[src/include/trs_io_defs.svh]
`ifndef TRS_IO_DEFS_SVH
`define TRS_IO_DEFS_SVH

// identity and version replies
`define TRS_IO_COOKIE   8'haf
`define TRS_IO_VERSION  {3'd0, 5'd3}    // major, minor

// io port served by the microcontroller
`define TRS_IO_PORT     8'd31

// shared memory, mapped to the upper 32K of the bus
`define RAM_ADDR_W      15

// breakpoint table
`define NUM_BP          8
`define BP_IDX_W        3

`define ESP_REQ_CYCLES  6'd50           // req pulse length in clocks
`define SYNC_STAGES     2               // flops on every async input

`endif

[src/verilog/trs_io_pkg.sv]
package trs_io_pkg;

  // command codes from the microcontroller
  typedef enum logic [7:0] {
    cmd_get_cookie          = 8'd0,
    cmd_bram_poke           = 8'd1,
    cmd_bram_peek           = 8'd2,
    cmd_data_ready          = 8'd5,
    cmd_set_breakpoint      = 8'd6,
    cmd_clear_breakpoint    = 8'd7,
    cmd_enable_breakpoints  = 8'd11,
    cmd_disable_breakpoints = 8'd12,
    cmd_bp_resume           = 8'd13,
    cmd_get_version         = 8'd15
  } cmd_e;

  // pending port access as shown to the microcontroller
  typedef enum logic [3:0] {
    esp_trs_io_in  = 4'd0,
    esp_trs_io_out = 4'd1,
    esp_none       = 4'd15
  } esp_status_e;

  typedef struct packed {
    logic [7:0] addr_lo;   // first byte after the command
    logic [7:0] addr_hi;
    logic [7:0] data;      // poke only
  } mem_param_t;

  typedef struct packed {
    logic [7:0] slot;
    logic [7:0] addr_lo;
    logic [7:0] addr_hi;
  } bp_param_t;

  // same three bytes, read per command
  typedef union packed {
    mem_param_t mem;
    bp_param_t  bp;
  } param_u;

  typedef enum logic [1:0] {
    st_idle,
    st_read_params
  } parser_state_e;

endpackage

[src/verilog/esp_req_timer.sv]
`timescale 1ns/10ps
`include "trs_io_defs.svh"

module esp_req_timer
  import trs_io_pkg::*;
(
  input  logic clk,
  input  logic rst_n,
  input  logic io_edge,
  input  logic io_port_hit,
  input  logic done,
  input  logic act,
  input  cmd_e cmd,
  output logic req,
  output logic wait_out,
  output logic int_n
);

  logic [`SYNC_STAGES:0] done_sync;
  logic [5:0]            count;     // req clocks left
  logic                  start;
  logic                  done_rise;

  assign start     = io_edge && io_port_hit;
  assign done_rise = (done_sync[`SYNC_STAGES:`SYNC_STAGES-1] == 2'b01);

  always_ff @(posedge clk or negedge rst_n) begin
    if (!rst_n) begin
      done_sync <= '0;
      count     <= 6'd0;
      req       <= 1'b0;
      wait_out  <= 1'b0;
      int_n     <= 1'b1;
    end else begin
      done_sync <= {done_sync[`SYNC_STAGES-1:0], done};
      if (start) begin
        req      <= 1'b1;              // restarts if still running
        count    <= `ESP_REQ_CYCLES;
        wait_out <= 1'b1;
      end else begin
        if (count == 6'd1)
          req <= 1'b0;
        if (count != 6'd0)
          count <= count - 6'd1;
        if (done_rise)
          wait_out <= 1'b0;            // microcontroller finished
      end
      if (start)
        int_n <= 1'b1;                 // port access acknowledges the irq
      if (act && cmd == cmd_data_ready)
        int_n <= 1'b0;
    end
  end

endmodule

[config.mk]
export PLATFORM = sky130hd
export DESIGN_NAME = esp_req_timer
export DESIGN_NICKNAME = d
export VERILOG_FILES = /design/src/verilog/trs_io_pkg.sv /design/src/verilog/esp_req_timer.sv
export VERILOG_INCLUDE_DIRS = /design/src /design/src/include
export SDC_FILE = /design/constraint.sdc
export NUM_CORES = 1
export LEC_CHECK = 0
export BUFFER_PORTS_ARGS = -buffer_cell sky130_fd_sc_hd__buf_2
export CORE_UTILIZATION = 25
export CTS_CLUSTER_DIAMETER = 200
export DETAILED_ROUTE_END_ITERATION = 12
export PLACE_DENSITY = 0.51
export SYNTH_ARGS = -nofsm -noshare
export SYNTH_HDL_FRONTEND = slang
export SYNTH_SLANG_ARGS = --single-unit
[constraint.sdc]
create_clock -name clk -period 3.95 [get_ports clk]
set_input_delay 0.1975 -clock clk [delete_from_list [all_inputs] [get_ports clk]]
set_output_delay 0.1975 -clock clk [all_outputs]
set_load 0.02 [all_outputs]
## After elaboration in Yosys (flattened, before gate mapping)

Cells that the tools add are included.

| storage, ports and cells | value |
|---|---|
| bits in registers | 12 |
| bits of input ports | 14 |
| output and inout bits | 3 |

| operators by class | value |
|---|---|
| add/subtract/negate cells | 1 |
| equality and inequality tests | 3 |
| mux-type cells | 8 |
| reductions and logical operators | 7 |

Operators with widths:

| cell | count |
|---|---|
| 2-to-1 mux 6 bit | 2 |
| equality test 8 x 3 -> 1 bit (second input constant) | 1 |
| nonzero test 2 bit | 4 |
| equality test 6 x 1 -> 1 bit (second input constant) | 1 |
| 2-to-1 mux 1 bit | 6 |
| nonzero test 6 bit | 1 |
| subtractor 6 x 1 -> 6 bit (second input constant) | 1 |
| equality test 2 x 1 -> 1 bit (second input constant) | 1 |
| logical AND 1 bit | 2 |

## Longest topological paths before layout

| logic depth | value |
|---|---|
| depth after elaboration | 3 |
| depth in mapped cells | 5 |

## Worst setup path before layout

Ideal clock, no wire load.

| path | value |
|---|---|
| path kind | register -> register |
| from | reg count[0] |
| to | reg count[4] |
| library setup time | 0.132 ns |
| arrival time | 1.212 ns |
| required time | 3.818 ns |
| setup slack | 2.606 ns |
| cell stages (with the launch flop) | 6 |
| cells stage by stage | dfrtp_1 inv_1 ha_1 or3b_1 nand2_1 o211ai_1 |

| on the way | value |
|---|---|
| word-level cells in the longest chain between the ends | 3 |

RTL lines:

| what | line | source |
|---|---|---|
| start: declaration | esp_req_timer.sv:20 | `logic [5:0] count;` |
| start signal: assignment | esp_req_timer.sv:38 | `` count <= `ESP_REQ_CYCLES; `` |
| start signal: assignment | esp_req_timer.sv:44 | `count <= count - 6'd1;` |
| subtractor 6 x 1 -> 6 bit | esp_req_timer.sv:44 |  |
| 2-to-1 mux 6 bit | esp_req_timer.sv:43 | `if (count != 6'd0)` |
| 2-to-1 mux 6 bit | esp_req_timer.sv:36 | `if (start) begin` |

Parallel ways exist; a longest one is shown, timed or not. The select of a mux whose other input is x is not followed.
A chain may end at the register's enable or synchronous reset.

## Final worst setup path

Same ends and word-level chain as after synthesis.

==> out/qor.yml <==
crit_path_end_kind: "flip-flop"
min_from: "done"
critPathArrivalTime_ns: 1.57
crit-reg2reg-launch: "count[0]$_DFFE_PN0P_"
antenna_found_initial: 0
slew_viol_final: 0
die_x_um: 49.4
core_area_um2: 2040
synth-simple-area-share_pct: 24.7
setup_tns_ns: 0
grt_overflow: 0
cts.path.max_buffers: 2
critPathMaxStageDelay_ns: 0.42
layout_common_cells: "16 x buf_2, 11 x dfrtp_1, 5 x nand2_1"
synthAdderAreaFrac_pct: 4.45
finalHoldViolations: 0
regArea_um2: 302
crit_fanout: 6
dp_hpwl_um: 832
cellLeakagePower_uw: 0.000315
cts_setup_buffers: 0
multi_input_area_um2: 245
worstMarginPinSlew_ns: 0.485
fin_nets: 90
period_needed_ns: 1.42
synth_area_per_cell_um2: 10.8
fin_crit_sh_pct: 35.9
die_height_um: 49.4
clk_pin_slew_worst_paths_ns: 0.08
irDropWorstVdd_uv: 177
drive_above_1_share_pct: 31.5
crit_slowest_cell: "dfrtp_1"
syn_inst: 52
rsz0062_at_grt: "false"
grt_max_degree: 13
required_ns: 4.10
yosys-top-cells-area: "dfrtp_1 49%, dfstp_2 4.7%, ha_1 4.5%, nor3_1 3.6%, nand2_1 3.3%"
synth_compound_area_share_pct: 12.9
routedWlPerCell_um: 10.5
antennaDiodeCount: 0
pin_count: 17
track_usage_pct: 10.5
finalWirelength_um: 1050
fill_cells: 222
final_common_cell: "buf_2"
hold_depth: 1
grt_pass1_vias: 462
cts-buffers-inserted: 3
r2r_slack_ns: 2.53
via_per_inst: 4.40
drt_first_iter_violations: 7
maxSlewHeadroom_pct: 67.4
r2r_end: "count[4]$_DFFE_PN0P_"
holdCritPathClass: "in2reg"
p_per_area_nw_per_um2: 565
synth_edf_count: 0
synth-seq-cells: 12
synth_top_area_share_pct: 49.0
row_count: 16
clkSinkCount: 12
drtPass1Iterations: 3
cts_tree: "yes"
cts_root_buf: "clkbuf_4"
finalWeightedCongestion: 0.705
syn2layout_area_growth_pct: 26.7
finClkSkew_ns: 0.00532
portBuffers: 16
yosysWarnings: 0
synth_top_family_by_area: "simple AND/OR/NAND/NOR gates"
synth.distinct_cells: 29
grt_pass1_wl_um: 1840
die-area_um2: 2440
power.total_uw: 402
holdPathEnd: "done_sync[0]$_DFF_PN0_"
htree_num_levels: 1
async_flop_share_pct: 100
syn-cell-area_um2: 562
ys_seq_area_share_pct: 53.7
synth_mux_area_share_pct: 0
status: "complete, no violations"
synth_nets: 68
setup_viol: 0
route.detailed.drc: 0
cts.hold.buffers_added: 1
cts_resized: 0
synth_ff_type: "dfrtp_1"
cp-start-kind: "flip-flop"
crit_type: "reg2reg"
crit_chain: "inv_1, ha_1, or3b_1, nand2_1, o211ai_1"
synth_xor_area_share_pct: 1.56
cap_violations: 0
via_count: 440
max_freq_mhz: 705
ant_nets: 0
clock_latency_ns: 0.27
reg2reg_depth: 5
synth_largest_area_cell: "dfrtp_1"
start_util_pct: 27.5
==> final cells by class <==
type / count / area share [%]
Tap cell: 27 / 4.75
Timing Repair Buffer: 17 / 12.7
Sequential cell: 12 / 42.4
Clock buffer: 4 / 3.69
Inverter: 4 / 2.11
Multi-Input combinational cell: 36 / 34.4
==> critical path, delay by kind of cell (launching register included) <==
family | cells | cell delay, ns
simple gates | 2 | 0.46
flops | 1 | 0.42
fa+ha+maj | 1 | 0.25
buf+inv | 1 | 0.09
compound gates | 1 | 0.08
==> metal layers <==
metal  global-route usage, %  up-vias  part of all wire (%)
met5                       0        -                     0
met4                    8.57        0                   2.7
met3                    3.74        2                   5.0
met2                    18.5       16                    47
met1                    9.71      193                    45
li1                        -      229                     -
==> power breakdown <==
part / switching, uW / total [uW] / internal [uW]
sequential: 39.4 / 194 / 154
clock: 39.1 / 78.2 / 39.0
combinational: 65.8 / 131 / 64.8
==> registers in the layout (all words and copies together) (netlist names) <==
signal     cells
count          6
done_sync      3
int_n          1
req            1
wait_out       1
==> kinds of logic (layout without fill, tap and decap cells) <==
kind of cell               count (synthesis)  in the layout
DFF                                       12             12
and+or+nand+nor                           22             22
AOI/OAI and AO/OA                         11             11
xor gates and xnor gates                   1              1
buffers and inverters                      4             25
adders and majority gates                  2              2
==> synthesized netlist by cell type, types with 2 or more instances <==
master and n:
ha_1 2, dfrtp_1 11, inv_1 4, nor3_1 4, nand2_1 5, nor2_1 2
a21oi_1 2
==> stage by stage <==
stage          setup WS [ns]  cell area (um^2)  hold slack, ns  cells  utilization [%]
2_1_floorplan           2.61               562         -0.0981     52                -
3_3_place_gp            2.56               676          0.0877     95             33.1
3_5_place_dp            2.54               676          0.0892     95             33.1
4_1_cts                 2.53               712          0.0240    100             34.9
5_1_grt                 2.41               712          0.0126    100             34.9
6_report                2.53               712          0.0300    100             34.9
==> worst max path at each step <==
stage	startpoint	end	slack [ns]	depth (start not counted)
floorplan	count[0]$_DFFE_PN0P_	count[4]$_DFFE_PN0P_	2.61	5
global placement	count[0]$_DFFE_PN0P_	count[4]$_DFFE_PN0P_	2.56	5
detailed placement	count[0]$_DFFE_PN0P_	count[4]$_DFFE_PN0P_	2.54	5
CTS	count[0]$_DFFE_PN0P_	count[4]$_DFFE_PN0P_	2.53	5
global route	count[0]$_DFFE_PN0P_	count[4]$_DFFE_PN0P_	2.41	5
finish	count[0]$_DFFE_PN0P_	count[4]$_DFFE_PN0P_	2.53	5
Note: power is estimated with default switching activity, not from simulation.
