**config.mk**
```make
export PLATFORM = sky130hd
export DESIGN_NAME = breakpoint_unit
export DESIGN_NICKNAME = d
export VERILOG_FILES = /design/src/verilog/trs_io_pkg.sv /design/src/verilog/breakpoint_unit.sv
export VERILOG_INCLUDE_DIRS = /design/src /design/src/include
export SDC_FILE = /design/constraint.sdc
export NUM_CORES = 1
export LEC_CHECK = 0
export ABC_AREA = 1
export BUFFER_PORTS_ARGS = -buffer_cell sky130_fd_sc_hd__buf_4
export CAP_MARGIN = 40
export CELL_PAD_IN_SITES_DETAIL_PLACEMENT = 0
export CELL_PAD_IN_SITES_GLOBAL_PLACEMENT = 1
export CORE_UTILIZATION = 29
export DETAILED_ROUTE_END_ITERATION = 16
export PLACE_DENSITY_LB_ADDON = 0.25
export SYNTH_ARGS = -nofsm -noshare
export SYNTH_HDL_FRONTEND = slang
export SYNTH_SLANG_ARGS = --single-unit
```
**constraint.sdc**
```tcl
create_clock -name clk -period 4.9 [get_ports clk]
set_clock_uncertainty 0.2 [all_clocks]
set_input_delay 0.735 -clock clk [delete_from_list [all_inputs] [get_ports clk]]
set_output_delay 0.735 -clock clk [all_outputs]
set_load 0.1 [all_outputs]
```
**src/include/trs_io_defs.svh**
```systemverilog
`ifndef TRS_IO_DEFS_SVH
`define TRS_IO_DEFS_SVH

// identity and version replies
`define TRS_IO_COOKIE   8'haf
`define TRS_IO_VERSION  {3'd0, 5'd3}    // major, minor

// io port served by the microcontroller
`define TRS_IO_PORT     8'd31

// shared memory, mapped to the upper 32K of the bus
`define RAM_ADDR_W      15

// breakpoint table
`define NUM_BP          8
`define BP_IDX_W        3

`define ESP_REQ_CYCLES  6'd50           // req pulse length in clocks
`define SYNC_STAGES     2               // flops on every async input

`endif

```
**src/verilog/trs_io_pkg.sv**
```systemverilog
package trs_io_pkg;

  // command codes from the microcontroller
  typedef enum logic [7:0] {
    cmd_get_cookie          = 8'd0,
    cmd_bram_poke           = 8'd1,
    cmd_bram_peek           = 8'd2,
    cmd_data_ready          = 8'd5,
    cmd_set_breakpoint      = 8'd6,
    cmd_clear_breakpoint    = 8'd7,
    cmd_enable_breakpoints  = 8'd11,
    cmd_disable_breakpoints = 8'd12,
    cmd_bp_resume           = 8'd13,
    cmd_get_version         = 8'd15
  } cmd_e;

  // pending port access as shown to the microcontroller
  typedef enum logic [3:0] {
    esp_trs_io_in  = 4'd0,
    esp_trs_io_out = 4'd1,
    esp_none       = 4'd15
  } esp_status_e;

  typedef struct packed {
    logic [7:0] addr_lo;   // first byte after the command
    logic [7:0] addr_hi;
    logic [7:0] data;      // poke only
  } mem_param_t;

  typedef struct packed {
    logic [7:0] slot;
    logic [7:0] addr_lo;
    logic [7:0] addr_hi;
  } bp_param_t;

  // same three bytes, read per command
  typedef union packed {
    mem_param_t mem;
    bp_param_t  bp;
  } param_u;

  typedef enum logic [1:0] {
    st_idle,
    st_read_params
  } parser_state_e;

endpackage

```
**src/verilog/breakpoint_unit.sv**
```systemverilog
`timescale 1ns/10ps
`include "trs_io_defs.svh"

module breakpoint_unit
  import trs_io_pkg::*;
(
  input  logic                 clk,
  input  logic                 rst_n,
  input  logic                 act,
  input  cmd_e                 cmd,
  input  param_u               params,
  input  logic [15:0]          bus_addr,
  input  logic                 mem_rd_edge,
  output logic                 bp_halt,
  output logic [`BP_IDX_W-1:0] bp_slot
);

  logic [15:0]          bp_addr [`NUM_BP];
  logic [`NUM_BP-1:0]   bp_active;
  logic                 bp_en;       // global enable
  logic                 hit;
  logic [`BP_IDX_W-1:0] hit_idx;
  logic [`BP_IDX_W-1:0] set_idx;

  assign set_idx = params.bp.slot[`BP_IDX_W-1:0];

  // lowest active slot wins, so scan downwards
  always_comb begin
    hit     = 1'b0;
    hit_idx = '0;
    for (int i = `NUM_BP - 1; i >= 0; i--) begin
      if (bp_active[i] && bp_addr[i] == bus_addr) begin
        hit     = 1'b1;
        hit_idx = `BP_IDX_W'(i);
      end
    end
  end

  always_ff @(posedge clk) begin
    if (act && cmd == cmd_set_breakpoint)
      bp_addr[set_idx] <= {params.bp.addr_hi, params.bp.addr_lo};
  end

  always_ff @(posedge clk or negedge rst_n) begin
    if (!rst_n) begin
      bp_active <= '0;
      bp_en     <= 1'b0;
      bp_halt   <= 1'b0;
      bp_slot   <= '0;
    end else begin
      if (act) begin
        case (cmd)
          cmd_set_breakpoint:      bp_active[set_idx] <= 1'b1;
          cmd_clear_breakpoint:    bp_active[set_idx] <= 1'b0;
          cmd_enable_breakpoints:  bp_en <= 1'b1;
          cmd_disable_breakpoints: bp_en <= 1'b0;
          cmd_bp_resume:           bp_halt <= 1'b0;
          default: ;
        endcase
      end
      // only while running, slot stays until resume
      if (mem_rd_edge && bp_en && hit && !bp_halt) begin
        bp_halt <= 1'b1;
        bp_slot <= hit_idx;
      end
    end
  end

endmodule

```
### After elaboration in Yosys (flattened, before gate mapping)

Memory sizes are Yosys's and may differ from the RTL's.
Cells that the tools add are included.

| word-level totals | value |
|---|---|
| memory bits (writable) | 128 |
| bits of input ports | 52 |
| memories kept | 1 |
| bits in registers | 13 |
| word-level logic and storage cells | 69 |
| output and inout bits | 4 |

Memories:

| name | words | bits a word | read ports | clocked after memory_dff | wr ports | line | RTL |
|---|---|---|---|---|---|---|---|
| bp_addr | 8 | 16 | 8 | 0 | 1 | breakpoint_unit.sv:18 | `` logic [15:0] bp_addr [`NUM_BP]; `` |

| cells by class | value |
|---|---|
| reduce and logical (&&, ||, !) cells | 21 |
| bitwise operators | 3 |
| equality and inequality tests | 13 |
| order comparisons | 2 |
| mux-type cells | 25 |

Operators by type and width:

| cell | number |
|---|---|
| $eq 16x16->1 | 8 |
| $eq 8x4->1 const B | 3 |
| $mux 3 | 8 |
| $eq 8x3->1 const B | 2 |
| $pmux 8 s2 | 1 |
| $mux 1 | 14 |
| $logic_and 1x1->1 | 13 |
| $and 8x8->8 | 1 |
| $not 8->8 | 1 |
| $or 8x8->8 | 1 |
| $reduce_bool 2->1 | 4 |
| $reduce_and 2->1 | 3 |
| $lt 3x4->1 const B | 1 |
| $demux 1 s3 | 1 |
| $ge 3x1->1 const B | 1 |
| $pmux 1 s2 | 1 |
| $logic_not 1->1 | 1 |

### Longest topological paths before layout

| depth | value |
|---|---|
| word-level depth | 14 |
| mapped depth | 17 |
| depth with buffers taken out | 16 |

### Worst setup path before layout

No wires, ideal clock.

| timing | value |
|---|---|
| path kind | in2reg |
| from | in cmd[7] |
| to | mem bp_addr[6][0] (enable) |
| arrival time | 2.812 ns |
| slack | 1.456 ns |
| library setup time | 0.432 ns |
| buffers on the path | 0 |
| stages | 5 |
| required time | 4.268 ns |
| cell sequence | nor2_1 -> nand2_1 -> nor3_1 -> inv_1 -> nor4_1 |

| between the ends | value |
|---|---|
| cells in the longest elaborated chain, start to end | 4 |

Ends and longest elaborated chain:

| item | line | RTL |
|---|---|---|
| start, declared | breakpoint_unit.sv:10 | `input cmd_e cmd,` |
| $eq 8x3->1 | breakpoint_unit.sv:40 | `if (act && cmd == cmd_set_breakpoint)` |
| $logic_and 1x1->1 | breakpoint_unit.sv:40 |  |
| $mux 1 | breakpoint_unit.sv:40 |  |
| $mux 1 (implied by the code) | breakpoint_unit.sv:41 | `bp_addr[set_idx] <= {params.bp.addr_hi, params.bp.addr_lo};` |
| end, declared | breakpoint_unit.sv:18 |  |

Every way passes these cells.

### Worst setup path in the final report

| timing | value |
|---|---|
| from | in cmd[7] |
| to | mem bp_addr[7][9] (enable) |

Same word-level chain as after synthesis.

==> Implementation_results.wiki <==
{| class="wikitable"
! Metric !! Value
|-
| Initial core utilization || 29.53%
|-
| Hold Crit Start || bp_slot[0]
|-
| Internal Dissipation || 2.234 mW
|-
| Syn_area_per_cell || around 8.3 µm²
|-
| Flop-to-flop setup slack || 2.95 ns
|-
| Worst slew pin tran || 0.4121 ns
|-
| Number of antenna violations at the first check in global routing || 0
|-
| Number of violations of the max-capacitance limit || 0
|-
| Total Wirelength || 23.58 mm
|-
| Std-Cell Rows || 59
|-
| Number of sinks driven by the clock tree || 141
|-
| Status || finished, final reports clean
|-
| Remaining antenna violation count after routing || 0
|-
| Commonest cells in the synthesized netlist || nand2_1, edfxtp_1, inv_1
|-
| Prevailing post-synth register cell || edfxtp_1
|-
| Final core area utilization || 34.67%
|-
| Inserted Clock Buffers || 17
|-
| Number of H-tree levels || 4
|-
| Maximum number of pins on one net before global-route repair || 17
|-
| Count of vias placed by the detailed router || 6083
|-
| Setup violation total in the final timing report || 0
|-
| Cell-by-cell trace of the critical path || buf_4, nor2_1, nand2_1, nor3_1, inv_1, nor2_1, nand2_1, nor2_1, buf_4
|-
| Share of post-route cells with drive strength above 1 || 11.36%
|-
| Total nets after synthesis || 975
|-
| Input/output buffers || 50
|-
| Via density per instance || about 4.6
|-
| Placement Cell Area || 8403 µm²
|-
| Power density cells || 321.1 nW/µm²
|-
| Most frequently used cell type in the post-synthesis netlist || nand2_1
|-
| Total power consumption of the routed design || 2.901 mW
|-
| Core Footprint || 26060 µm²
|-
| Post-route insts no fill || around 1300
|-
| Number of search-and-repair iterations in the first detailed-routing pass || 5
|-
| Die H || between 150 and 200 µm
|-
| Total track usage || 18.63%
|-
| Latest clock arrival within the worst-skew pair || about 0.43 ns
|-
| Final standard cell area without fillers || about 9000 µm²
|-
| Minimum period implied by the final worst setup slack || 2.351 ns
|-
| Maximum fanout along the worst path || 16
|-
| Power dissipated by switching net loads || 666.9 µW
|-
| Setup repair after global routing missed its margin || false
|-
| WS Path Type || input port to flip-flop
|-
| Fraction of power consumed by combinational cells || 7.4%
|-
| Number of nets in the final layout || 1034
|-
| Sw frac || a little under a quarter
|-
| Worst path slowest cell || nor3_1
|-
| Nature of the critical path startpoint || input port
|-
| FF-to-FF End || bp_slot[0]
|-
| Total negative setup slack || 0 ns
|-
| Cells on Worst Hold Path || 2
|-
| Critical Path Sink Type || flip-flop
|-
| Global placer's final weighted congestion || about 0.89
|-
| First-pass GRT wire length || 35.57 mm
|-
| Final slew viol count || 0
|-
| Routed wire length per instance || between 15 and 20 µm
|-
| Sum of overflow across all layers after global routing || 0
|-
| Worst-case setup slack after placement || 2.091 ns
|-
| Netlist area before placement || 7696 µm²
|-
| Dominant cells by area after synthesis || edfxtp_1, nand2_1, inv_1, nor2_1, dfrtp_1
|-
| Post-synthesis cell type count || 31
|-
| Maximum achievable frequency || 425.4 MHz
|-
| Kind of cell adding the most delay to the critical path || simple AND/OR/NAND/NOR gates
|-
| Area share of the largest cell type after synthesis || 49.94%
|-
| Horizontal extent of the die || 164.9 µm
|-
| Portion of the post-synthesis area used by sequential elements || between 50% and 60%
|-
| Flops & latches, synth || 141
|-
| Area delta synth->final || 17.38%
|-
| Data required, critical path || 4.80 ns
|-
| Clock group share of total power || 47.3%
|-
| Final clock period utilization by the worst path || a little under half
|-
| DRC Markers || 0
|-
| Instance count after placement with tap cells included || about 1300
|-
| Post-Syn Instances || 923
|-
| IO Pins || 56
|-
| Resized Gates After CTS || 0
|-
| Number of inserted diodes || 0
|-
| Reg2reg start || bp_addr[5][7]
|-
| Clock transition at the register clock pins on the worst setup and hold paths after CTS || around 0.060 ns
|-
| Largest stage delay on the critical path || 0.28 ns
|-
| Clock tree from TritonCTS || yes
|-
| Type of the most critical hold path || flip-flop to flip-flop
|-
| Count of warnings emitted by yosys || 0
|-
| Terminating pin of the worst hold path || bp_slot[0]
|-
| Remaining max-slew budget at the tightest pin || between 70% and 80%
|-
| Sequential fraction of design power || between 40% and 50%
|-
| Post-synthesis async set-or-reset flop share || a little under a tenth
|-
| Cell type with the highest aggregate area in the netlist || edfxtp_1
|-
| Longest Clk Path Bufs || 2
|-
| Die area || around 27000 µm²
|-
| Number of cells on the worst reg-to-reg path || 13
|-
| Setup WS post-layout || 2.549 ns
|-
| Worst Path Buf+Inv || 3
|-
| Max VDD drop || 0.2110 mV
|-
| Leakage power || 3.994 nW
|-
| Number of hold violations in the final report || 0
|-
| Starting DRC count in detailed routing || 321
|-
| Most repeated library cell on the critical path || nor2_1
|-
| HPWL after detailed placement || 19.27 mm
|-
| Root buffer selected by CTS || clkbuf_16
|-
| Number of flops mapped to enable cells by yosys || 128
|-
| Hold slack final || 0.2838 ns
|-
| Arrival time at the worst endpoint || 2.25 ns
|-
| Vias in the first global route || a little over 6000
|}
## cells in the final DEF (no fill, tap or decap), drive strengths merged
| cell type | instances |
|---|---|
| nand2 | 324 |
| inv | 131 |
| edfxtp | 128 |
| nor2 | 119 |
| buf | 58 |
| nand3 | 35 |
| o21ai | 33 |
| xnor2 | 30 |
| nand4 | 28 |
| clkbuf | 18 |
| nor3 | 13 |
| dfrtp | 13 |
| nand3b | 12 |
| a21oi | 11 |
| xor2 | 8 |
| or2 | 8 |
| clkinv | 5 |
| bufinv | 4 |
| nor3b | 3 |
| and3 | 3 |
| clkinvlp | 3 |
| a21boi | 3 |
| o211ai | 2 |
| nor4 | 2 |
| dlygate4sd3 | 1 |
## worst max path at each step
stage / startpoint / endpoint / slack, ns / depth (start not counted)
global placement: cmd[7] / bp_addr[7][1] / 2.11 / 9
detailed placement: cmd[7] / bp_addr[7][1] / 2.09 / 9
global route: cmd[5] / bp_addr[7][9] / 2.35 / 9
finish: cmd[7] / bp_addr[7][9] / 2.55 / 9
floorplan: cmd[7] / bp_addr[6][0] / 1.46 / 5
CTS: cmd[7] / bp_addr[7][8] / 2.54 / 9
## what timing repair did
action / in CTS / in global routing
endpoints found under the hold margin: 13 / 0
setup buffers: 0 / 0
hold buffers: 1 / 0
## power by group through the flow
stage	Clock, mW	Combinational [mW]	Sequential (mW)
6_report	1.37	0.215	1.32
5_1_grt	1.44	0.241	1.31
4_1_cts	1.40	0.219	1.32
3_5_place_dp	0	0.217	1.34
3_3_place_gp	0	0.218	1.34
2_1_floorplan	0	0.120	1.34
## layout make-up
cell class,instances,area [µm²]
flip-flops and latches,141,4169
clock buffers,18,429.2
clock inverters,14,191.4
multi-input cells,634,2890
well taps,335,419.2
repair buffers,59,445.4
fillers,2721,17030
inverters,129,489.2
## sequential cells by signal, summed over array words and instances (netlist names), named ones only
signal,count
bp_slot,3
bp_addr,128
bp_en,1
bp_halt,1
## worst register-to-register path, stage by stage (launching register included)
cell	delay (ns)
edfxtp_1	0.42
nand2_1	0.17
nand2_1	0.07
nor2_1	0.17
nand2_1	0.07
nor2_1	0.09
nand3_1	0.18
nand2_1	0.13
nor2_1	0.05
nand2_1	0.06
nand2_2	0.08
nor2_2	0.09
nand2_1	0.06
nand2_1	0.05
## routing by layer
layer | vias to the layer above | track usage (%) | routed length [µm] | part of all wire (%)
met5 | - | 0 | 0 | 0
met4 | 0 | 7.381 | 728 | 3.1
met3 | 37 | 2.838 | 845 | 3.6
met2 | 121 | 32.12 | 11590 | 49
met1 | 2836 | 23.25 | 10420 | 44
li1 | 3089 | - | - | -
## cells by family after synthesis
kind of cell              share of synthesized area [%]
AOI/OAI and AO/OA                                 3.398
xor gates and xnor gates                          4.325
buffers and inverters                             8.356
and+or+nand+nor                                   29.75
DFF                                               54.17
No activity file was read; power rests on OpenSTA's default activity.
