### src/include/trs_io_defs.svh
`ifndef TRS_IO_DEFS_SVH
`define TRS_IO_DEFS_SVH

// identity and version replies
`define TRS_IO_COOKIE   8'haf
`define TRS_IO_VERSION  {3'd0, 5'd3}    // major, minor

// io port served by the microcontroller
`define TRS_IO_PORT     8'd31

// shared memory, mapped to the upper 32K of the bus
`define RAM_ADDR_W      15

// breakpoint table
`define NUM_BP          8
`define BP_IDX_W        3

`define ESP_REQ_CYCLES  6'd50           // req pulse length in clocks
`define SYNC_STAGES     2               // flops on every async input

`endif

### src/verilog/trs_io_pkg.sv
package trs_io_pkg;

  // command codes from the microcontroller
  typedef enum logic [7:0] {
    cmd_get_cookie          = 8'd0,
    cmd_bram_poke           = 8'd1,
    cmd_bram_peek           = 8'd2,
    cmd_data_ready          = 8'd5,
    cmd_set_breakpoint      = 8'd6,
    cmd_clear_breakpoint    = 8'd7,
    cmd_enable_breakpoints  = 8'd11,
    cmd_disable_breakpoints = 8'd12,
    cmd_bp_resume           = 8'd13,
    cmd_get_version         = 8'd15
  } cmd_e;

  // pending port access as shown to the microcontroller
  typedef enum logic [3:0] {
    esp_trs_io_in  = 4'd0,
    esp_trs_io_out = 4'd1,
    esp_none       = 4'd15
  } esp_status_e;

  typedef struct packed {
    logic [7:0] addr_lo;   // first byte after the command
    logic [7:0] addr_hi;
    logic [7:0] data;      // poke only
  } mem_param_t;

  typedef struct packed {
    logic [7:0] slot;
    logic [7:0] addr_lo;
    logic [7:0] addr_hi;
  } bp_param_t;

  // same three bytes, read per command
  typedef union packed {
    mem_param_t mem;
    bp_param_t  bp;
  } param_u;

  typedef enum logic [1:0] {
    st_idle,
    st_read_params
  } parser_state_e;

endpackage

### src/verilog/bus_decode.sv
`timescale 1ns/10ps
`include "trs_io_defs.svh"

module bus_decode
  import trs_io_pkg::*;
(
  input  logic        clk,
  input  logic        rst_n,
  input  logic [15:0] bus_addr,
  input  logic        bus_rd_n,
  input  logic        bus_wr_n,
  input  logic        bus_in_n,
  input  logic        bus_out_n,
  output logic        mem_rd_edge,
  output logic        mem_wr_edge,
  output logic        io_edge,
  output logic        io_port_hit,
  output esp_status_e esp_status
);

  // strobe bits, active high: 0 rd, 1 wr, 2 in, 3 out
  logic [`SYNC_STAGES:0][3:0] strb_sync;
  logic [3:0]                 strb_raw;
  logic [3:0]                 strb_now;
  logic [3:0]                 strb_rise;
  logic                       port_match;

  assign strb_raw   = ~{bus_out_n, bus_in_n, bus_wr_n, bus_rd_n};
  assign strb_now   = strb_sync[`SYNC_STAGES-1];
  assign strb_rise  = strb_now & ~strb_sync[`SYNC_STAGES];
  assign port_match = (bus_addr[7:0] == `TRS_IO_PORT);

  always_ff @(posedge clk or negedge rst_n) begin
    if (!rst_n) begin
      strb_sync   <= '0;
      mem_rd_edge <= 1'b0;
      mem_wr_edge <= 1'b0;
      io_edge     <= 1'b0;
      io_port_hit <= 1'b0;
      esp_status  <= esp_none;
    end else begin
      strb_sync   <= {strb_sync[`SYNC_STAGES-1:0], strb_raw};
      mem_rd_edge <= strb_rise[0] && bus_addr[15];   // upper 32K only
      mem_wr_edge <= strb_rise[1] && bus_addr[15];
      io_edge     <= |strb_rise[3:2];
      io_port_hit <= port_match && (|strb_now[3:2]);
      if (port_match && strb_now[2])
        esp_status <= esp_trs_io_in;
      else if (port_match && strb_now[3])
        esp_status <= esp_trs_io_out;
      else
        esp_status <= esp_none;
    end
  end

endmodule

### config.mk
export PLATFORM = sky130hd
export DESIGN_NAME = bus_decode
export DESIGN_NICKNAME = d
export VERILOG_FILES = /design/src/verilog/trs_io_pkg.sv /design/src/verilog/bus_decode.sv
export VERILOG_INCLUDE_DIRS = /design/src /design/src/include
export SDC_FILE = /design/constraint.sdc
export NUM_CORES = 1
export LEC_CHECK = 0
export ABC_AREA = 1
export BUFFER_PORTS_ARGS = -buffer_cell sky130_fd_sc_hd__buf_2
export CAP_MARGIN = 25
export CORE_MARGIN = 5
export CORE_UTILIZATION = 44
export CTS_BUF_LIST = sky130_fd_sc_hd__clkbuf_16
export DETAILED_ROUTE_END_ITERATION = 10
export PLACE_DENSITY = 0.82
export SETUP_SLACK_MARGIN = 0.2
export SYNTH_ARGS = -nofsm -noshare
export SYNTH_HDL_FRONTEND = slang
export SYNTH_SLANG_ARGS = --single-unit
### constraint.sdc
create_clock -name clk -period 1.4 [get_ports clk]
set_input_delay 0.07 -clock clk [delete_from_list [all_inputs] [get_ports clk]]
set_output_delay 0.07 -clock clk [all_outputs]
set_load 0.03 [all_outputs]
# Word level (Yosys, flattened, before mapping)
# Cells that the tools add are included.
[op_classes]
muxes = 2
reduce_logical = 7
bitwise_logic = 3
n_eq_ne = 1
[op_table]
columns = ["op", "count"]
rows = [
  ["$eq A8 B5 Y1 const B", 1],
  ["$mux W4", 2],
  ["$not A4 Y4", 2],
  ["$logic_and A1 B1 Y1", 5],
  ["$and A4 B4 Y4", 1],
  ["$reduce_or A2 Y1", 2],
]
[word_totals]
regBits = 20

# Longest topological paths before layout
# Gate-level depths: netlist (run 1).
[depth]
word_depth = 4
ltp_mapped = 5
mapped_depth_nobuf = 5

# Worst setup path before layout (run 1)
# No wires, ideal clock.
[synth_path]
path_type = "reg-to-output"
from = "register esp_status[2]"
to = "output esp_status[2]"
t_required_ps = 1330
path_stages_with_launch = 2
arrival_ps = 797
slack_ps = 533
cell_sequence = "dfstp_2 -> buf_4"
[synth_rtl]
columns = ["item", "line_no", "text"]
rows = [
  ["start, declared", "bus_decode.sv:18", "output esp_status_e esp_status"],
  ["start signal, assigned", "bus_decode.sv:40", "esp_status <= esp_none;"],
  ["start signal, assigned", "bus_decode.sv:48", "esp_status <= esp_trs_io_in;"],
  ["start signal, assigned", "bus_decode.sv:50", "esp_status <= esp_trs_io_out;"],
]
# No word-level cell between the ends.

==> impl_metrics.tcl, run 1 <==
set metrics [dict create \
    ctsRootBufferMaster "clkbuf_16" \
    finalSetupViolCount 0 \
    cap_violations 0 \
    p_sw_mw 0.213 \
    crit_slowest_cell "dfstp_2" \
    regToRegEndpoint "esp_status[2]$_DFF_PN1_" \
    route.met2.wl_um 471 \
    fin_area_um2 817 \
    drive_above_1_share_pct 39.2 \
    pwr-share-seq_pct 47.2 \
    crit_fanout 3 \
    drtIter0Drc 0 \
    fmax_ghz 0.977 \
    startpoint "esp_status[2]$_DFF_PN1_" \
    cpLargestDelayFamily "flip-flops" \
    power_frac_comb_pct 5.8 \
    setup-tns-final_ns 0 \
    critPathArrivalTime_ns 0.95 \
    diodes 0 \
    cp-start-kind "flip-flop" \
    cts_tree "built" \
    crit_type "reg -> out" \
    p_leak_nw 0.432 \
    seq_area_um2 453 \
    vias_per_cell 4.09 \
    wl_met1_um 291 \
    grt_pass1_vias 351 \
    whs_ns 0.0527 \
    hold_depth 3 \
    num_rows 13 \
    regToRegSetupSlack_ns 0.69 \
    relSlewSlack_pct 75.4 \
    core_area_um2 1270 \
    numCtsBuffers 3 \
    crit_path_end_kind "output port" \
    place.gp.congestion 0.587 \
    rsz0062_at_grt "no" \
    start_util_pct 45.3 \
    hold_class "in -> reg" \
    p_int_mw 0.955 \
    yosys_warnings 0 \
    synth_cell_types 10 \
    rr_startpoint "strb_now[2]$_DFF_PN0_" \
    wl_per_cell_um 9.46 \
    synthToLayoutAreaGrowth_pct 42.3 \
    path_clk_slew_ns 0.05 \
    dieArea_um2 2130 \
    min_period_ns 1.02 \
    fp.dieW_um 46.1 \
    firstDrtPassIters 1 \
    setup.worst_path.end "esp_status[1]" \
    r2r_cells 2 \
    clk_latency_ns 0.24 \
    htreeDepth 1 \
    multi_input_area_um2 72.6 \
    hold_violations 0 \
    worst_slack_ns 0.376 \
    track_usage_pct 9.56 \
    skew_ns 0.00132 \
    pre_cts_slack_ns 0.632 \
    antenna_found_initial 0 \
    postRouteWirelength_um 842 \
    status "finished clean" \
    fill_cells 101 \
    required_ns 1.33 \
    grt_max_degree 19 \
    ios 30 \
    powerDensity_nw_per_um2 1430 \
    overflow 0 \
    post-route-drc-count 0 \
    post_cts_buffers 0 \
    ys_seq_area_share_pct 78.9 \
    vias 364 \
    dp_hpwl_um 651 \
    clockPowerShare_pct 47.0 \
    nNetsFinal 97 \
    met3_length_um 79 \
    syn_area_um2 574 \
    worst_pin_slew_ns 0.370 \
    antenna_left 0 \
    synth_cells 45 \
    placed_area_um2 688 \
    numClockSinks 18 \
    cp_num_buf_inv 1 \
    grt_pass1_wl_um 1360 \
    avgSynthCellArea_um2 12.8 \
    ir_drop_mv 1.04 \
    syn_nets 67 \
    slowest_delay_ns 0.52 \
    crit_cells 1 \
    port-buffer-count 22 \
    maxSlewViolCount 0 \
    ys_ff_latch 18 \
    finalCritPeriodShare_pct 73.1 \
    worstPathCellList "buf_2" \
    fin_util_pct 64.4 \
    dr.max_layer_used "met3" \
    swShare_pct 18.3 \
    clock_path_buffers 2 \
    die_h_um 46.1 \
]
-- repair_timing --
action / 4_1_cts / 5_1_grt
hold endpoints to repair: 20 / 0
gates resized for setup: 0 / 0
hold buffers: 5 / 0
-- layout by cell type (no fill, tap or decap) --
| cell | count |
|---|---|
| buf_2 | 22 |
| clkbuf_16 | 3 |
| clkinv_1 | 1 |
| dfrtp_1 | 16 |
| dfstp_2 | 2 |
| dlygate4sd3_1 | 5 |
| inv_1 | 9 |
| nand2_1 | 7 |
| nand3_1 | 1 |
| nand3b_1 | 1 |
| nor2_1 | 4 |
| nor2_2 | 2 |
| o22ai_1 | 1 |
-- through the flow --
step,instances,power [mW]
global route,89,1.22
finish,89,1.17
floorplan,45,0.583
CTS,89,1.18
detailed placement,80,0.619
global placement,80,0.615
-- metal layers --
| metal | global-route usage, % | up-vias |
|---|---|---|
| met5 | 0 | - |
| li1 | - | 188 |
| met1 | 9.92 | 162 |
| met3 | 2.34 | 0 |
| met2 | 15.7 | 14 |
| met4 | 8.52 | 0 |
-- worst min path at each step --
| stage | from | endpoint | slack (ns) |
|---|---|---|---|
| 6_report | bus_addr[15] | mem_wr_edge$_DFF_PN0_ | 0.05 |
| 4_1_cts | bus_addr[15] | mem_wr_edge$_DFF_PN0_ | 0.05 |
| 5_1_grt | bus_addr[15] | mem_rd_edge$_DFF_PN0_ | 0.07 |
| 3_3_place_gp | rst_n | mem_rd_edge$_DFF_PN0_ | -0.002 |
| 3_5_place_dp | rst_n | mem_rd_edge$_DFF_PN0_ | 0.01 |
| 2_1_floorplan | rst_n | io_edge$_DFF_PN0_ | -0.23 |
-- tightest hold or removal path, delay by kind of cell --
family        cells  cell delay [ns]
simple gates      2             0.09
buf+inv           1             0.10
-- power groups by stage --
| stage | Combinational, mW | Sequential (mW) | Clock [mW] |
|---|---|---|---|
| after floorplan | 0.0146 | 0.568 | 0 |
| after global placement | 0.0565 | 0.558 | 0 |
| after detailed placement | 0.0589 | 0.560 | 0 |
| after CTS | 0.0695 | 0.552 | 0.562 |
| after global routing | 0.0773 | 0.554 | 0.590 |
| final | 0.0680 | 0.552 | 0.548 |
-- cell families after synthesis --
logic type,after synthesis,share of synthesized area (%)
compound gates,1,1.09
flops,18,78.9
buf+inv,11,8.50
simple gates,15,11.5
-- sequential cells by signal, indices dropped and copies added (netlist names) --
register,flops
strb_now,4
mem_rd_edge,1
io_edge,1
io_port_hit,1
strb_sync,8
mem_wr_edge,1
esp_status,2
-- area by class of cell --
type                    count  area share (%)
repair buffers             27            19.6
flip-flops and latches     18            55.4
clock buffers               3            9.19
inverters                   9            4.13
multi-input cells          16            8.88
well taps                  15            2.30
clock inverters             1           0.459
-- cell usage after synthesis (all sizes together) --
library cell	instances	share of area, %
buf	2	2.6
dfrtp	16	70
inv	9	5.9
o22ai	1	1.1
nor2	6	4.8
nand3	1	0.87
nand3b	1	1.3
dfstp	2	9.2
nand2	7	4.6
Note: power is estimated with default switching activity, not from simulation.
==> run 2: changes to the inputs <==
--- a/config.mk
+++ b/config.mk
@@ -10,10 +10,10 @@
 export BUFFER_PORTS_ARGS = -buffer_cell sky130_fd_sc_hd__buf_2
 export CAP_MARGIN = 25
 export CORE_MARGIN = 5
-export CORE_UTILIZATION = 44
+export CORE_UTILIZATION = 41
 export CTS_BUF_LIST = sky130_fd_sc_hd__clkbuf_16
 export DETAILED_ROUTE_END_ITERATION = 10
-export PLACE_DENSITY = 0.82
+export PLACE_DENSITY = 0.78
 export SETUP_SLACK_MARGIN = 0.2
 export SYNTH_ARGS = -nofsm -noshare
 export SYNTH_HDL_FRONTEND = slang
==> constraint.sdc (replaced) <==
create_clock -name clk -period 0.99 [get_ports clk]
set_input_delay 0.0495 -clock clk [delete_from_list [all_inputs] [get_ports clk]]
set_output_delay 0.0495 -clock clk [all_outputs]
set_load 0.03 [all_outputs]
==> run 2 against run 1 <==
Net effect:
- the flow now finishes with violations (negative setup slack)
- wire length is 10% higher
- cell area is 6.1% higher
- first-iteration DRC count is 1 higher
- die area is 5.7% higher
- sequential power is 41% higher
- final cell count stayed put
- clock-buffer cell count stayed put
- worst hold slack worse by 0.031 ns
- global-route usage is 0.72 points higher
- register-to-register slack worse by 0.41 ns
- largest cell class unchanged
==> impl_metrics.tcl, run 2 (synthesis gave the netlist of run 1 again) <==
set metrics [dict create \
    dp_cells 80 \
    worst_pin_slew_ns 0.374 \
    relSlewSlack_pct 75.0 \
    layout_commonest_cell "dfrtp_1" \
    r2r_cells 2 \
    postRouteWirelength_um 929 \
    numCtsBuffers 3 \
    crit_type "reg -> out" \
    diodes 0 \
    worst_slack_ns -0.0000319 \
    core_area_um2 1320 \
    port-buffer-count 22 \
    crit_path_end_kind "output port" \
    placed_area_um2 688 \
    cts_tree "built" \
    hold_class "in -> reg" \
    vias 362 \
    vias_per_cell 4.07 \
    ctsRootBufferMaster "clkbuf_16" \
    hold_depth 3 \
    drive_above_1_share_pct 39.2 \
    path_clk_slew_ns 0.05 \
    ios 30 \
    cpLargestDelayFamily "flip-flops" \
    seq_area_um2 453 \
    powerDensity_nw_per_um2 1920 \
    crit_fanout 3 \
    overflow 0 \
    numClockSinks 18 \
    firstDrtPassIters 2 \
    place.gp.congestion 0.657 \
    required_ns 0.94 \
    top_register "strb_sync" \
    worstPathCellList "buf_6" \
    htreeDepth 1 \
    drtIter0Drc 1 \
    rr_startpoint "strb_now[2]$_DFF_PN0_" \
    crit_slowest_cell "dfstp_2" \
    multi_input_area_um2 72.6 \
    whs_endpoint "mem_wr_edge$_DFF_PN0_" \
    fmax_ghz 1.01 \
    regToRegEndpoint "io_port_hit$_DFF_PN0_" \
    fin_area_um2 867 \
    cp_num_buf_inv 1 \
    fin_util_pct 65.8 \
    grt_pass1_vias 357 \
    synthToLayoutAreaGrowth_pct 51.0 \
    pre_cts_slack_ns 0.239 \
    clock_path_buffers 2 \
    antenna_left 0 \
    final_cells 89 \
    num_rows 13 \
    cap_violations 0 \
    die_h_um 47.4 \
    nNetsFinal 97 \
    hold_path_startpoint "bus_addr[15]" \
    hold_violations 0 \
    p_leak_nw 0.451 \
    ir_drop_mv 1.69 \
    rsz0062_at_grt "yes" \
    start_util_pct 43.6 \
    status "complete, but fails checks" \
    post-route-drc-count 0 \
    fp.dieW_um 47.4 \
    wl_per_cell_um 10.4 \
    regToRegSetupSlack_ns 0.28 \
    post_cts_buffers 0 \
    grt_pass1_wl_um 1480 \
    fill_cells 100 \
    skew_ns 0.00409 \
    dieArea_um2 2250 \
    mostFrequentLayoutCells "dfrtp_1, buf_2, inv_1" \
    violations "negative setup slack" \
    track_usage_pct 10.3 \
    min_period_ns 0.990 \
    crit_cells 1 \
    finalSetupViolCount 1 \
    grt_max_degree 19 \
    slowest_delay_ns 0.56 \
    clk_latency_ns 0.24 \
    finalCritPeriodShare_pct 100 \
    cp-start-kind "flip-flop" \
    antenna_found_initial 0 \
    largest_register_ff_count 8 \
    critPathArrivalTime_ns 0.94 \
    dp_hpwl_um 647 \
    maxSlewViolCount 0 \
]
-- run 2: power by group --
| group | internal [mW] | switching (mW) | total, mW |
|---|---|---|---|
| registers | 0.769 | 0.0123 | 0.781 |
| clock network | 0.535 | 0.246 | 0.781 |
| logic | 0.0539 | 0.0503 | 0.104 |
-- run 2: worst max path at each step --
stage,from,to,slack [ns]
5_1_grt,esp_status[2]$_DFF_PN1_,esp_status[1],-0.03
6_report,esp_status[2]$_DFF_PN1_,esp_status[1],-0.00003
3_5_place_dp,esp_status[2]$_DFF_PN1_,esp_status[2],0.24
4_1_cts,esp_status[2]$_DFF_PN1_,esp_status[2],-0.0002
3_3_place_gp,esp_status[2]$_DFF_PN1_,esp_status[1],0.25
2_1_floorplan,esp_status[2]$_DFF_PN1_,esp_status[2],0.16
-- run 2: area by class of cell --
class                   count  area share (%)
clock buffers               3            8.66
inverters                   9            3.90
flip-flops and latches     18            52.2
repair buffers             27            24.2
well taps                  15            2.16
clock inverters             1           0.433
multi-input cells          16            8.37
-- run 2: what timing repair did --
action | 4_1_cts | 5_1_grt
hold buffers | 5 | 0
setup endpoints to repair | 8 | 8
gates resized for setup | 13 | 3
hold endpoints to repair | 20 | 0
-- run 2: layer usage --
metal | up-vias | share of wire, % | GRT usage [%]
met1 | 157 | 33 | 10.2
met3 | 2 | 8.3 | 5.64
met2 | 14 | 57 | 17.4
met4 | 0 | 1.3 | 4.97
met5 | - | 0 | 0
li1 | 189 | - | -
-- run 2: through the flow --
stage | TNS [ns] | total power [mW] | hold slack, ns
after detailed placement | 0 | 0.874 | -0.00853
after CTS | -0.000236 | 1.69 | 0.0204
after global placement | 0 | 0.870 | -0.0210
final | -0.0000319 | 1.67 | 0.0219
after floorplan | 0 | 0.824 | -0.246
after global routing | -0.0680 | 1.75 | 0.0421
